<file path="config.mk">
export PLATFORM = sky130hd
export DESIGN_NAME = cpu_datapath
export DESIGN_NICKNAME = d
export VERILOG_FILES = /design/src/rtl/lc3b_types_pkg.sv /design/src/rtl/lc3b_ctrl_pkg.sv /design/src/rtl/cpu_datapath.sv /design/src/rtl/execution_module.sv /design/src/rtl/flow_control.sv /design/src/rtl/instruction_decode.sv /design/src/rtl/instruction_fetch.sv /design/src/rtl/memory_module.sv
export SDC_FILE = /design/constraint.sdc
export NUM_CORES = 1
export LEC_CHECK = 0
export BUFFER_PORTS_ARGS = -buffer_cell sky130_fd_sc_hd__buf_2
export CELL_PAD_IN_SITES_DETAIL_PLACEMENT = 1
export CELL_PAD_IN_SITES_GLOBAL_PLACEMENT = 2
export CORE_MARGIN = 5
export CORE_UTILIZATION = 35
export CTS_CLUSTER_SIZE = 10
export DETAILED_ROUTE_END_ITERATION = 10
export GPL_TIMING_DRIVEN = 0
export HOLD_SLACK_MARGIN = 0.08
export PLACE_DENSITY = 0.77
export SYNTH_ARGS = -nofsm -noshare
export SYNTH_HDL_FRONTEND = slang
export SYNTH_SLANG_ARGS = --single-unit
</file>
<file path="constraint.sdc">
create_clock -name clk -period 5.15 [get_ports clk]
set_input_delay 0.2575 -clock clk [delete_from_list [all_inputs] [get_ports clk]]
set_output_delay 0.2575 -clock clk [all_outputs]
set_load 0.02 [all_outputs]
</file>
<file path="src/rtl/lc3b_types_pkg.sv">
package lc3b_types_pkg;

	typedef logic [15:0] lc3b_word;
	typedef logic [2:0] lc3b_reg;
	typedef logic [2:0] lc3b_nzp; // Bit 2 is n, bit 1 is z, bit 0 is p

	// Only the opcodes this core executes get a name
	typedef enum logic [3:0] {
		op_br  = 4'b0000,
		op_add = 4'b0001,
		op_and = 4'b0101,
		op_ldr = 4'b0110,
		op_str = 4'b0111,
		op_not = 4'b1001 // Encoded as XOR, so imm5 of all ones is the complement
	} lc3b_opcode;

	localparam lc3b_word reset_pc = 16'h0000;
	localparam lc3b_nzp reset_nzp = 3'b010; // Registers clear to zero, so z is set

endpackage : lc3b_types_pkg

</file>
<file path="src/rtl/lc3b_ctrl_pkg.sv">
package lc3b_ctrl_pkg;

	typedef enum logic [1:0] {
		alu_pass,
		alu_add,
		alu_and,
		alu_not
	} alu_op_t;

	typedef struct packed {
		lc3b_types_pkg::lc3b_opcode opcode;
		alu_op_t alu_op;
		logic use_imm;
		logic load_reg;
		logic set_cc;
		logic mem_read;
		logic mem_write;
		logic is_branch;
		lc3b_types_pkg::lc3b_reg dest; // Carries the n/z/p mask on a branch
		logic valid;
	} lc3b_control;

	typedef struct packed {
		lc3b_control cw;
		lc3b_types_pkg::lc3b_word pc; // Address of the next instruction
		lc3b_types_pkg::lc3b_word sr1;
		lc3b_types_pkg::lc3b_word sr2;
		lc3b_types_pkg::lc3b_word offset;
	} id_ex_t;

	typedef struct packed {
		lc3b_control cw;
		lc3b_types_pkg::lc3b_word alu;
		lc3b_types_pkg::lc3b_word store_data;
	} ex_mem_t;

	typedef struct packed {
		lc3b_control cw;
		lc3b_types_pkg::lc3b_word result;
	} mem_wb_t;

	localparam lc3b_control bubble_cw = '0;

endpackage : lc3b_ctrl_pkg

</file>
<file path="src/rtl/cpu_datapath.sv">
module cpu_datapath (
	input logic clk,
	input logic rst_n,
	input logic resp_a,
	input logic resp_b,
	output lc3b_types_pkg::lc3b_word mem_addr1,
	output logic mem_read1,
	input lc3b_types_pkg::lc3b_word mem_rdata1,
	output lc3b_types_pkg::lc3b_word mem_addr2,
	output logic mem_read2,
	output logic mem_write2,
	output lc3b_types_pkg::lc3b_word mem_wdata2,
	input lc3b_types_pkg::lc3b_word mem_rdata2
);

	lc3b_types_pkg::lc3b_word if_ir;
	lc3b_types_pkg::lc3b_word if_pc;
	logic if_valid;
	logic fetch_busy;

	lc3b_ctrl_pkg::id_ex_t id_ex;
	lc3b_types_pkg::lc3b_nzp nzp;
	lc3b_types_pkg::lc3b_reg dec_sr1;
	lc3b_types_pkg::lc3b_reg dec_sr2;
	lc3b_ctrl_pkg::lc3b_control dec_cw;

	lc3b_ctrl_pkg::ex_mem_t ex_mem;
	logic redirect;
	lc3b_types_pkg::lc3b_word target;

	lc3b_ctrl_pkg::mem_wb_t mem_wb;
	logic mem_busy;

	logic advance_if;
	logic advance_id;
	logic stall_id;
	logic advance_ex;
	logic advance_mem;
	logic flush;

	instruction_fetch fetch_stage (.*);

	instruction_decode decode_stage (.*);

	execution_module execute_stage (.*);

	memory_module memory_stage (.*);

	flow_control hazard_unit (
		.*,
		.ex_cw(id_ex.cw),
		.mem_cw(ex_mem.cw),
		.wb_cw(mem_wb.cw)
	);

endmodule : cpu_datapath

</file>
<file path="src/rtl/execution_module.sv">
module execution_module (
	input logic clk,
	input logic rst_n,
	input lc3b_ctrl_pkg::id_ex_t id_ex,
	input lc3b_types_pkg::lc3b_nzp nzp,
	input logic advance_ex,
	output lc3b_ctrl_pkg::ex_mem_t ex_mem,
	output logic redirect,
	output lc3b_types_pkg::lc3b_word target
);

	lc3b_types_pkg::lc3b_word operand_b;
	lc3b_types_pkg::lc3b_word alu_out;

	assign operand_b = id_ex.cw.use_imm ? id_ex.offset : id_ex.sr2;

	always_comb begin
		case (id_ex.cw.alu_op)
			lc3b_ctrl_pkg::alu_add: alu_out = id_ex.sr1 + operand_b;
			lc3b_ctrl_pkg::alu_and: alu_out = id_ex.sr1 & operand_b;
			lc3b_ctrl_pkg::alu_not: alu_out = id_ex.sr1 ^ operand_b;
			default: alu_out = operand_b;
		endcase
	end

	// Decode holds a branch until no older instruction can still change nzp
	assign target = id_ex.pc + id_ex.offset;
	assign redirect = id_ex.cw.valid && id_ex.cw.is_branch && |(id_ex.cw.dest & nzp);

	always_ff @(posedge clk or negedge rst_n) begin
		if (!rst_n) begin
			ex_mem <= '0;
		end else if (advance_ex) begin
			ex_mem.cw <= id_ex.cw;
			ex_mem.alu <= alu_out;
			ex_mem.store_data <= id_ex.sr2;
		end
	end

endmodule : execution_module

</file>
<file path="src/rtl/flow_control.sv">
module flow_control (
	input lc3b_types_pkg::lc3b_reg dec_sr1,
	input lc3b_types_pkg::lc3b_reg dec_sr2,
	input lc3b_ctrl_pkg::lc3b_control dec_cw,
	input lc3b_ctrl_pkg::lc3b_control ex_cw,
	input lc3b_ctrl_pkg::lc3b_control mem_cw,
	input lc3b_ctrl_pkg::lc3b_control wb_cw,
	input logic fetch_busy,
	input logic mem_busy,
	input logic redirect,
	output logic advance_if,
	output logic advance_id,
	output logic stall_id,
	output logic advance_ex,
	output logic advance_mem,
	output logic flush
);

	lc3b_ctrl_pkg::lc3b_control ahead [3];
	logic [2:0] conflict;
	logic uses_sr1;
	logic uses_sr2;
	logic hazard;

	assign ahead[0] = ex_cw;
	assign ahead[1] = mem_cw;
	assign ahead[2] = wb_cw;

	assign uses_sr1 = !dec_cw.is_branch;
	assign uses_sr2 = dec_cw.mem_write || (!dec_cw.use_imm && !dec_cw.is_branch);

	always_comb begin
		for (int i = 0; i < 3; i++) begin
			conflict[i] = ahead[i].valid &&
				((ahead[i].load_reg && ((uses_sr1 && ahead[i].dest == dec_sr1) ||
				(uses_sr2 && ahead[i].dest == dec_sr2))) ||
				(dec_cw.is_branch && ahead[i].set_cc));
		end
	end

	assign hazard = dec_cw.valid && |conflict;
	assign stall_id = hazard;

	// A waiting data port freezes the whole pipe
	assign advance_mem = !mem_busy;
	assign advance_ex = advance_mem;
	assign advance_id = advance_ex;
	assign flush = redirect && !mem_busy;

	// An empty IF/ID has nothing to gain from a clock while fetch waits
	assign advance_if = !mem_busy && (flush || !hazard) && !(fetch_busy && !dec_cw.valid);

endmodule : flow_control

</file>
<file path="src/rtl/instruction_decode.sv">
module instruction_decode (
	input logic clk,
	input logic rst_n,
	input lc3b_types_pkg::lc3b_word if_ir,
	input lc3b_types_pkg::lc3b_word if_pc,
	input logic if_valid,
	input logic advance_id,
	input logic stall_id,
	input logic flush,
	input lc3b_ctrl_pkg::mem_wb_t mem_wb,
	output lc3b_ctrl_pkg::id_ex_t id_ex,
	output lc3b_types_pkg::lc3b_nzp nzp,
	output lc3b_types_pkg::lc3b_reg dec_sr1,
	output lc3b_types_pkg::lc3b_reg dec_sr2,
	output lc3b_ctrl_pkg::lc3b_control dec_cw
);

	lc3b_types_pkg::lc3b_word regs [8];
	lc3b_types_pkg::lc3b_opcode opcode;
	lc3b_types_pkg::lc3b_word offset;
	lc3b_types_pkg::lc3b_word sr1_val;
	lc3b_types_pkg::lc3b_word sr2_val;
	logic wb_load;

	function automatic lc3b_types_pkg::lc3b_nzp gen_cc(input lc3b_types_pkg::lc3b_word value);
		gen_cc = {value[15], value == 16'h0000, !value[15] && value != 16'h0000};
	endfunction

	assign opcode = lc3b_types_pkg::lc3b_opcode'(if_ir[15:12]);
	assign dec_sr1 = if_ir[8:6];
	assign dec_sr2 = (opcode == lc3b_types_pkg::op_str) ? if_ir[11:9] : if_ir[2:0]; // STR data
	assign wb_load = mem_wb.cw.valid && mem_wb.cw.load_reg;

	// Writeback lands in the same cycle it is read
	assign sr1_val = (wb_load && mem_wb.cw.dest == dec_sr1) ? mem_wb.result : regs[dec_sr1];
	assign sr2_val = (wb_load && mem_wb.cw.dest == dec_sr2) ? mem_wb.result : regs[dec_sr2];

	always_comb begin
		dec_cw = lc3b_ctrl_pkg::bubble_cw;
		dec_cw.opcode = opcode;
		dec_cw.dest = if_ir[11:9];
		dec_cw.valid = if_valid;
		offset = {{11{if_ir[4]}}, if_ir[4:0]};
		case (opcode)
			lc3b_types_pkg::op_add: begin
				dec_cw.alu_op = lc3b_ctrl_pkg::alu_add;
				dec_cw.use_imm = if_ir[5];
				dec_cw.load_reg = 1'b1;
				dec_cw.set_cc = 1'b1;
			end
			lc3b_types_pkg::op_and: begin
				dec_cw.alu_op = lc3b_ctrl_pkg::alu_and;
				dec_cw.use_imm = if_ir[5];
				dec_cw.load_reg = 1'b1;
				dec_cw.set_cc = 1'b1;
			end
			lc3b_types_pkg::op_not: begin
				dec_cw.alu_op = lc3b_ctrl_pkg::alu_not;
				dec_cw.use_imm = if_ir[5];
				dec_cw.load_reg = 1'b1;
				dec_cw.set_cc = 1'b1;
			end
			lc3b_types_pkg::op_ldr: begin
				dec_cw.alu_op = lc3b_ctrl_pkg::alu_add;
				dec_cw.use_imm = 1'b1;
				dec_cw.load_reg = 1'b1;
				dec_cw.set_cc = 1'b1;
				dec_cw.mem_read = 1'b1;
				offset = {{9{if_ir[5]}}, if_ir[5:0], 1'b0}; // Word offset
			end
			lc3b_types_pkg::op_str: begin
				dec_cw.alu_op = lc3b_ctrl_pkg::alu_add;
				dec_cw.use_imm = 1'b1;
				dec_cw.mem_write = 1'b1;
				offset = {{9{if_ir[5]}}, if_ir[5:0], 1'b0};
			end
			lc3b_types_pkg::op_br: begin
				dec_cw.alu_op = lc3b_ctrl_pkg::alu_pass;
				dec_cw.is_branch = 1'b1;
				offset = {{6{if_ir[8]}}, if_ir[8:0], 1'b0};
			end
			default: begin
				dec_cw.valid = 1'b0; // Unsupported opcodes retire as bubbles
			end
		endcase
	end

	always_ff @(posedge clk or negedge rst_n) begin
		if (!rst_n) begin
			for (int i = 0; i < 8; i++)
				regs[i] <= '0;
			nzp <= lc3b_types_pkg::reset_nzp;
		end else begin
			if (wb_load)
				regs[mem_wb.cw.dest] <= mem_wb.result;
			if (mem_wb.cw.valid && mem_wb.cw.set_cc)
				nzp <= gen_cc(mem_wb.result);
		end
	end

	always_ff @(posedge clk or negedge rst_n) begin
		if (!rst_n) begin
			id_ex <= '0;
		end else if (advance_id) begin
			id_ex.cw <= (stall_id || flush) ? lc3b_ctrl_pkg::bubble_cw : dec_cw;
			id_ex.pc <= if_pc;
			id_ex.sr1 <= sr1_val;
			id_ex.sr2 <= sr2_val;
			id_ex.offset <= offset;
		end
	end

endmodule : instruction_decode

</file>
<file path="src/rtl/instruction_fetch.sv">
module instruction_fetch (
	input logic clk,
	input logic rst_n,
	input logic resp_a,
	input lc3b_types_pkg::lc3b_word mem_rdata1,
	input logic advance_if,
	input logic flush,
	input logic redirect,
	input lc3b_types_pkg::lc3b_word target,
	output lc3b_types_pkg::lc3b_word mem_addr1,
	output logic mem_read1,
	output lc3b_types_pkg::lc3b_word if_ir,
	output lc3b_types_pkg::lc3b_word if_pc,
	output logic if_valid,
	output logic fetch_busy
);

	lc3b_types_pkg::lc3b_word pc;
	lc3b_types_pkg::lc3b_word word_buf;
	lc3b_types_pkg::lc3b_word redir_pc;
	logic have_word;
	logic drop;
	logic fetch_done;
	logic fetch_pending;
	logic word_ready;

	assign mem_addr1 = pc;
	assign fetch_done = mem_read1 && resp_a;
	assign fetch_pending = mem_read1 && !resp_a;
	assign word_ready = have_word || (fetch_done && !drop);
	assign fetch_busy = !word_ready || redirect; // Anything fetched now is on the wrong path

	always_ff @(posedge clk or negedge rst_n) begin
		if (!rst_n) begin
			pc <= lc3b_types_pkg::reset_pc;
			mem_read1 <= 1'b0;
			have_word <= 1'b0;
			drop <= 1'b0;
			if_valid <= 1'b0;
		end else begin
			if (advance_if)
				if_valid <= word_ready && !flush;
			if (flush) begin
				have_word <= 1'b0;
				if (fetch_pending) begin
					drop <= 1'b1; // Let the open read finish at its old address
				end else begin
					pc <= target;
					mem_read1 <= 1'b1;
				end
			end else if (drop) begin
				if (resp_a) begin
					drop <= 1'b0;
					pc <= redir_pc;
				end
			end else if (word_ready) begin
				if (advance_if) begin
					pc <= pc + 16'd2;
					have_word <= 1'b0;
					mem_read1 <= 1'b1;
				end else if (!have_word) begin
					have_word <= 1'b1; // Park the word until decode takes it
					mem_read1 <= 1'b0;
				end
			end else begin
				mem_read1 <= 1'b1;
			end
		end
	end

	always_ff @(posedge clk) begin
		if (flush && fetch_pending)
			redir_pc <= target;
		if (fetch_done && !have_word)
			word_buf <= mem_rdata1;
		if (advance_if) begin
			if_ir <= have_word ? word_buf : mem_rdata1;
			if_pc <= pc + 16'd2;
		end
	end

endmodule : instruction_fetch

</file>
<file path="src/rtl/memory_module.sv">
module memory_module (
	input logic clk,
	input logic rst_n,
	input lc3b_ctrl_pkg::ex_mem_t ex_mem,
	input logic resp_b,
	input lc3b_types_pkg::lc3b_word mem_rdata2,
	input logic advance_mem,
	output lc3b_types_pkg::lc3b_word mem_addr2,
	output logic mem_read2,
	output logic mem_write2,
	output lc3b_types_pkg::lc3b_word mem_wdata2,
	output lc3b_ctrl_pkg::mem_wb_t mem_wb,
	output logic mem_busy
);

	logic mem_access;

	// EX/MEM is frozen while the port waits, so address and data stay put
	assign mem_addr2 = ex_mem.alu;
	assign mem_wdata2 = ex_mem.store_data;
	assign mem_read2 = ex_mem.cw.valid && ex_mem.cw.mem_read;
	assign mem_write2 = ex_mem.cw.valid && ex_mem.cw.mem_write;
	assign mem_access = mem_read2 || mem_write2;
	assign mem_busy = mem_access && !resp_b;

	always_ff @(posedge clk or negedge rst_n) begin
		if (!rst_n) begin
			mem_wb <= '0;
		end else if (advance_mem) begin
			mem_wb.cw <= ex_mem.cw;
			mem_wb.result <= mem_read2 ? mem_rdata2 : ex_mem.alu;
		end
	end

endmodule : memory_module

</file>
==> impl_results.md, run 1 <==
- Clock Pin Slew Worst Setup and Hold Paths: 0.06 ns
- Average vias per placed instance: 5.475
- Seq/Total Area, Yosys: 48.09%
- Synth Net Count: 1,827
- Synth Flop Type: dfrtp_1
- Setup Viol. Count Final: 0
- Total Power: 14.97 mW
- Die height: 240.3 um
- Critical Path End Type: flop
- Relative slew margins: 6.680%
- H-tree lvl count: 2
- Starting Density: 35.34%
- # rows: 84
- Synthesized area: 18,570 um^2
- Max VDD drop: 279.3 uV
- Most common cell after layout, fill and taps aside: nand2_1
- Syn Area/Cell: 10.57 um^2
- Synth cell types: 71
- Initial drt markers: 939
- Clk Latency, worst-skew pair: 0.59 ns
- Synth warnings: 0
- Top cells by area, synth: dfrtp_1 (38%), edfxtp_1 (10%), mux2_2 (10%), nand2_1 (6.6%), mux2i_1 (4.2%)
- Hold WS: 0.1141 ns
- Die W: 240.3 um
- CP startpoint kind: flop
- Area share of the largest cell type after synthesis: 37.60%
- Seq cells post-synth: 344
- RePlAce Congestion: 0.8551
- Final period util: 75.30%
- Async set-or-reset flop fraction in the synthesized netlist: 81.40%
- Crit path arrival time: 4.33 ns
- Vias in the first global route: 15,485
- Setup TNS: 0 ns
- Pwr Density: 690.6 nW/um^2
- EDFF count, synth: 64
- Post-synthesis cell count: 1,757
- Residual DRC: 0
- GRT overflow: 0
- Wire length per cell: 23.94 um
- First-pass DRT Iterations: 5
- Most frequent cells in the layout: nand2_1 (328), dfrtp_1 (279), mux2_2 (166)
- Antenna violations before repair: 0
- Hold path depth: 3
- CORE AREA: 52,550 um^2
- Cts bufs inserted: 43
- Detail Placement HPWL: 45,710 um
- Clock Sinks: 344
- R2R Setup Slk: 1.27 ns
- CP Max Fanout: 10
- Synth area leader: dfrtp_1
- Max-cap violation count: 0
- Routed Antenna Nets: 0
- Leakage: 9.735 nW
- Synth-to-Final Area Change: 16.72%
- Critical Path RT: 5.61 ns
- Pin count of the biggest net entering global routing: 111
- Via Count: 14,464
- GR Util All Layers: 21.73%
- R2R depth: 10
- Min-delay worst type: in2reg
- Worst-margin pin slew: 1.389 ns
- N_diodes: 0
- Clk buf depth: 3
- Post_cts resized: 0
- IO buf count: 86
- RSZ-0062 raised after global routing: false
- Fin area: 21,670 um^2
- NumNets Final: 1,998
- Critical path class: reg2reg
- Tmin final: 3.878 ns
- Post-DP Area: 20,010 um^2
- Share of cells above drive strength 1: 20.78%
- Outcome: complete, no violations
- Max Slew Vio Count: 0
- Clock Tree Root: clkbuf_16
- Boundary pin count: 87
- Global-route wire length before repair: 96,410 um
- Fmax: 257.9 MHz
- Final Hold Viols: 0
- DIE AREA: 57,760 um^2
- Clk_skew: 0.03165 ns
- Final WL: 63,250 um
- TritonCTS clock tree: built
-- per-stage QoR --
stage | std cells | setup slack (ns) | util [%]
after floorplan | 1757 | 0.1871 | -
after CTS | 2641 | 1.294 | 41.21
after detailed placement | 2537 | 1.316 | 38.08
after global routing | 2642 | 1.001 | 41.24
final | 2642 | 1.272 | 41.24
after global placement | 2531 | -2.270 | 37.79
-- area by class of cell --
| class | count | area, um^2 |
|---|---|---|
| buffer | 158 | 729.5 |
| clock buffer | 64 | 1196 |
| clock inverter | 7 | 122.6 |
| fill | 5848 | 30880 |
| inverter | 32 | 120.1 |
| multi-input combinational | 1223 | 8818 |
| sequential | 344 | 8930 |
| tap | 688 | 860.8 |
| timing repair buffer | 126 | 895.9 |
-- cell usage after synthesis (all sizes together) (3+ instances only) --
| cell | instances |
|---|---|
| edfxtp | 64 |
| and2 | 19 |
| buf | 56 |
| o31ai | 3 |
| mux2 | 172 |
| dfrtp | 279 |
| a32oi | 5 |
| o21ai | 140 |
| a211oi | 21 |
| a2111oi | 4 |
| o311ai | 3 |
| o21bai | 4 |
| nand3b | 4 |
| inv | 31 |
| a21o | 21 |
| o21a | 6 |
| a311oi | 10 |
| a22o | 10 |
| nand2b | 11 |
| xnor2 | 26 |
| nor3 | 20 |
| or3 | 6 |
| a21oi | 47 |
| nor2 | 58 |
| xor2 | 24 |
| clkbuf | 102 |
| mux4 | 33 |
| nand3 | 34 |
| ha | 32 |
| a31oi | 19 |
| nor4 | 7 |
| o211ai | 20 |
| nand2 | 329 |
| mux2i | 78 |
| a211o | 4 |
| nor3b | 4 |
| o211a | 4 |
| a22oi | 7 |
| and3 | 8 |
-- per-layer routing --
layer  up-vias  GRT usage, %  wire [um]  part of all wire [%]
met5         -             0          0                     0
met4         0         5.519       1444                   2.3
met3        86         3.304       2543                   4.0
met2       307         35.54      29880                    47
met1      7476         30.50      29390                    46
li1       6595             -          -                     -
-- logic make-up after synthesis --
| group | Yosys count | share of synthesized area, % |
|---|---|---|
| simple gates | 512 | 11.95 |
| compound gates | 344 | 11.83 |
| flops | 344 | 48.09 |
| mux | 283 | 18.83 |
| buf+inv | 190 | 4.575 |
| xor+xnor | 50 | 2.358 |
| fa+ha+maj | 34 | 2.372 |
-- power by group --
part	internal, mW	total (mW)	switching, mW
logic	2.80	7.18	4.38
clock network	1.71	2.93	1.22
registers	3.96	4.86	0.903
total	8.47	15.0	6.50
-- worst max-delay path: stages, from the launching register on --
cell,delay [ns]
dfrtp_1,0.33
clkbuf_1,0.48
clkbuf_1,0.63
mux2_2,0.43
ha_1,0.36
nor3_1,0.23
nor2_1,0.11
a31oi_1,0.29
o21ai_0,0.26
a2111oi_0,0.50
o31ai_1,0.13
-- flip-flops by register name, summed over array words and instances, names as in the netlist --
signal	flops
decode_stage.nzp	3
decode_stage.regs	128
execute_stage.ex_mem	39
fetch_stage.if_valid	1
fetch_stage.redir_pc	16
fetch_stage.if_pc	16
fetch_stage.if_ir	16
fetch_stage.word_buf	16
fetch_stage.drop	1
decode_stage.id_ex	69
fetch_stage.mem_read1	1
fetch_stage.have_word	1
fetch_stage.mem_addr1	16
memory_stage.mem_wb	21
-- worst paths after layout --
path	startpoint	endpoint
worst min register to register	fetch_stage.if_pc[3]	decode_stage.id_ex[51]
max in group asynchronous	rst_n	decode_stage.nzp[1]
worst max register to register	decode_stage.id_ex[73]	execute_stage.ex_mem[31]
worst min-delay path	mem_rdata2[3]	memory_stage.mem_wb[3]
min in group asynchronous	rst_n	decode_stage.regs[65]
worst max-delay path	decode_stage.id_ex[73]	execute_stage.ex_mem[31]
-- repair_timing --
item / in CTS / in global routing
hold buffers: 33 / 0
setup buffers: 0 / 0
hold endpoints to repair: 144 / 0
No activity file was read; power rests on OpenSTA's default activity.
==> inputs of run 2 (changes only) <==
- ABC_AREA: not set -> 1
- CORE_UTILIZATION: 35 -> 34
- PLACE_DENSITY: 0.77 -> 0.82
- clock period: 5.15 -> 3.4 ns (I/O delays scaled with it)
==> run 2 against run 1 <==
Total power is 56% higher. Sequential power is 52% higher. Non-clock buffer count is 11 lower. Via count is 20% higher. Count of clock-buffer cells in the layout is 2 higher. Clock skew is 0.0049 ns lower. Largest power group unchanged. Highest routed layer unchanged.
==> impl_results.md, run 2 <==
- RSZ-0062 raised after global routing: false
- Fin area: 21,160 um^2 (-2.4%)
- Fmax: 316.5 MHz (+23%)
- Antenna violations before repair: 0 (unchanged)
- Tmin final: 3.159 ns (-0.7185 ns)
- Synth Flop Type: dfrtp_1
- GR Util All Layers: 24.52% (+2.8 points)
- Most common cell after layout, fill and taps aside: nand2_1
- EDFF count, synth: 64 (unchanged)
- Leakage: 9.826 nW (+0.94%)
- Outcome: complete, no violations
- Post-synth top cells: nand2_1 (629), o21ai_0 (333), dfrtp_1 (279)
- CP Max Fanout: 10 (unchanged)
- TritonCTS clock tree: built
- Wire length per cell: 22.98 um (-4.0%)
- Starting Density: 34.41% (-0.93 points)
- Min-delay worst type: in2async
- Area share of the largest cell type after synthesis: 38.46% (+0.86 points)
- Postcts setup bufs: 0 (unchanged)
- Critical Path End Type: flop
- DP Worst Slack: -0.05335 ns (-1.369 ns)
- Die height: 241.1 um (+0.31%)
- Syn Area/Cell: 8.061 um^2 (-24%)
- Synthesized area: 18,150 um^2 (-2.2%)
- Top cells by area, synth: dfrtp_1 (38%), nand2_1 (13%), edfxtp_1 (11%), o21ai_0 (9.2%), nor2_1 (3.9%)
- Critical Path RT: 3.89 ns (-1.72 ns)
- Cells after DPL: 3,028 (+19%)
- Most frequent cells in the layout: nand2_1 (629), o21ai_0 (332), dfrtp_1 (279)
- Largest register FFs: 128 (unchanged)
- Detail Placement HPWL: 52,280 um (+14%)
- Relative slew margins: 16.25% (+9.6 points)
- Hold WS: 0.2005 ns (+0.08641 ns)
- Via Count: 17,286 (+20%)
- Final WL: 72,100 um (+14%)
- N_diodes: 0 (unchanged)
- Total Power: 23.30 mW (+56%)
- GRT overflow: 0 (unchanged)
- Initial drt markers: 1,223 (+30%)
- Pin count of the biggest net entering global routing: 114 (+2.7%)
- Clock Tree Root: clkbuf_16
- First-pass DRT Iterations: 5 (unchanged)
- Share of cells above drive strength 1: 9.841% (-11 points)
- Final Hold Viols: 0 (unchanged)
- Critical path class: reg2reg
- Boundary pin count: 87 (unchanged)
- Crit path arrival time: 3.65 ns (-0.68 ns)
- Clock Sinks: 344 (unchanged)
- Clk_skew: 0.02676 ns (-0.004884 ns)
- Clk buf depth: 3 (unchanged)
- Pwr Density: 1101 nW/um^2 (+59%)
- Routed Antenna Nets: 0 (unchanged)
- Synth warnings: 0 (unchanged)
- CORE AREA: 52,760 um^2 (+0.40%)
- NumNets Final: 2,491 (+25%)
- Synth cell types: 53 (-25%)
- Synth area leader: dfrtp_1
- Final period util: 92.92% (+18 points)
- Clock Pin Slew Worst Setup and Hold Paths: 0.06 ns (about the same)
- Max Slew Vio Count: 0 (unchanged)
- Seq cells post-synth: 344 (unchanged)
- Die W: 241.1 um (+0.31%)
- Global-route wire length before repair: 110,000 um (+14%)
- RePlAce Congestion: 0.9015 (+5.4%)
- Fin worst setup slack: 0.2407 ns (-1.031 ns)
- Cts bufs inserted: 43 (unchanged)
- H-tree lvl count: 2 (unchanged)
- Finished Core Util: 40.11% (-1.1 points)
- CP startpoint kind: flop
- Seq/Total Area, Yosys: 49.19% (+1.1 points)
- Average vias per placed instance: 5.510 (+0.65%)
- # rows: 84 (unchanged)
- Count leader, synth: nand2_1
- Top Registers: decode_stage.regs (128), decode_stage.id_ex (69), execute_stage.ex_mem (39)
- Post-DP Area: 19,510 um^2 (-2.5%)
- Setup Viol. Count Final: 0 (unchanged)
- Non-filler cells, final: 3,137 (+19%)
- Setup TNS: 0 ns (unchanged)
- Async set-or-reset flop fraction in the synthesized netlist: 81.40% (unchanged)
- Residual DRC: 0 (unchanged)
- DIE AREA: 58,110 um^2 (+0.61%)
- Clk Latency, worst-skew pair: 0.58 ns (about the same)
- Post-synthesis cell count: 2,252 (+28%)
- Max-cap violation count: 0 (unchanged)
- IO buf count: 86 (unchanged)
- Max VDD drop: 472.3 uV (+69%)
- Worst-margin pin slew: 1.252 ns (-0.1375 ns)
- Top reg by flops: decode_stage.regs
- Synth Net Count: 2,322 (+27%)
- Synth-to-Final Area Change: 16.58%
- Vias in the first global route: 18,119 (+17%)
run 2: cell types whose count changed after synthesis, moves of 26 or more:
| cell | previous run | this run |
|---|---|---|
| a21oi_1 | 47 | 73 |
| inv_1 | 31 | 141 |
| o21ai_0 | 140 | 333 |
| nand3_1 | 34 | 83 |
| mux2i_1 | 77 | 0 |
| mux4_2 | 33 | 0 |
| nor2_1 | 58 | 187 |
| o22ai_1 | 1 | 52 |
| mux2_2 | 166 | 0 |
| nand2_1 | 328 | 629 |
run 2: area by class of cell:
class / count / area (um^2)
clock buffers: 66 / 1242
fillers: 6390 / 31600
well taps: 688 / 860.8
multi-input cells: 1606 / 7928
clock inverters: 7 / 47.55
repair inverters: 1 / 7.507
flip-flops and latches: 344 / 8930
plain buffers: 150 / 726.9
inverters: 152 / 574.3
repair buffers: 123 / 845.8
run 2: final timing paths:
path                                   startpoint                        to  slack (ns)  cells after the start
setup / recovery           decode_stage.id_ex[73]  execute_stage.ex_mem[24]        0.24                     15
max in group asynchronous                   rst_n    decode_stage.id_ex[60]        2.12                      3
hold reg to reg              fetch_stage.if_pc[5]    decode_stage.id_ex[53]        0.44                      2
hold / removal                              rst_n     decode_stage.regs[10]        0.20                      2
min in group clk                   mem_rdata1[15]  fetch_stage.word_buf[15]        0.34                      2
setup reg to reg           decode_stage.id_ex[73]  execute_stage.ex_mem[24]        0.24                     15
run 2: critical path, cell delays in order, from the launching register on:
cell and delay [ns]:
dfrtp_1 0.43, inv_1 0.18, clkbuf_2 0.28, nand2_1 0.12
nand2_1 0.07, ha_1 0.24, fa_1 0.46, nand3_1 0.10
nand3_1 0.15, a21oi_1 0.25, o21ai_1 0.14, a21oi_1 0.14
o21ai_0 0.11, o2111ai_1 0.08, o21ai_0 0.16, o21ai_0 0.17
run 2: per-layer routing:
metal / wire length [um] / vias to the layer above / part of all wire [%] / global-route usage [%]
met1: 32610 / 8758 / 45 / 34.42
met4: 2476 / 0 / 3.4 / 8.685
li1: - / 7875 / - / -
met3: 3549 / 124 / 4.9 / 2.617
met2: 33470 / 529 / 46 / 39.67
met5: 0 / - / 0 / 0
run 2: cell families (layout without fill, tap and decap cells):
kind of cell	Yosys count	after routing	share of synthesized area (%)
adders and majority gates	34	34	2.426
AOI/OAI and AO/OA	582	582	18.05
and+or+nand+nor	952	952	21.36
buffers and inverters	302	499	7.140
xor gates and xnor gates	38	38	1.833
DFF	344	344	49.19
run 2: timing repair:
action / in CTS / in global routing
cloned: 0 / 1
hold buffers: 35 / 0
setup endpoints to repair: 33 / 34
gates resized for setup: 2 / 3
endpoints found under the hold margin: 138 / 0
run 2: power breakdown:
part	total (mW)	switching, mW	internal, mW
logic	11.6	7.94	3.61
registers	7.41	1.42	5.98
clock network	4.34	1.84	2.50
total	23.3	11.2	12.1
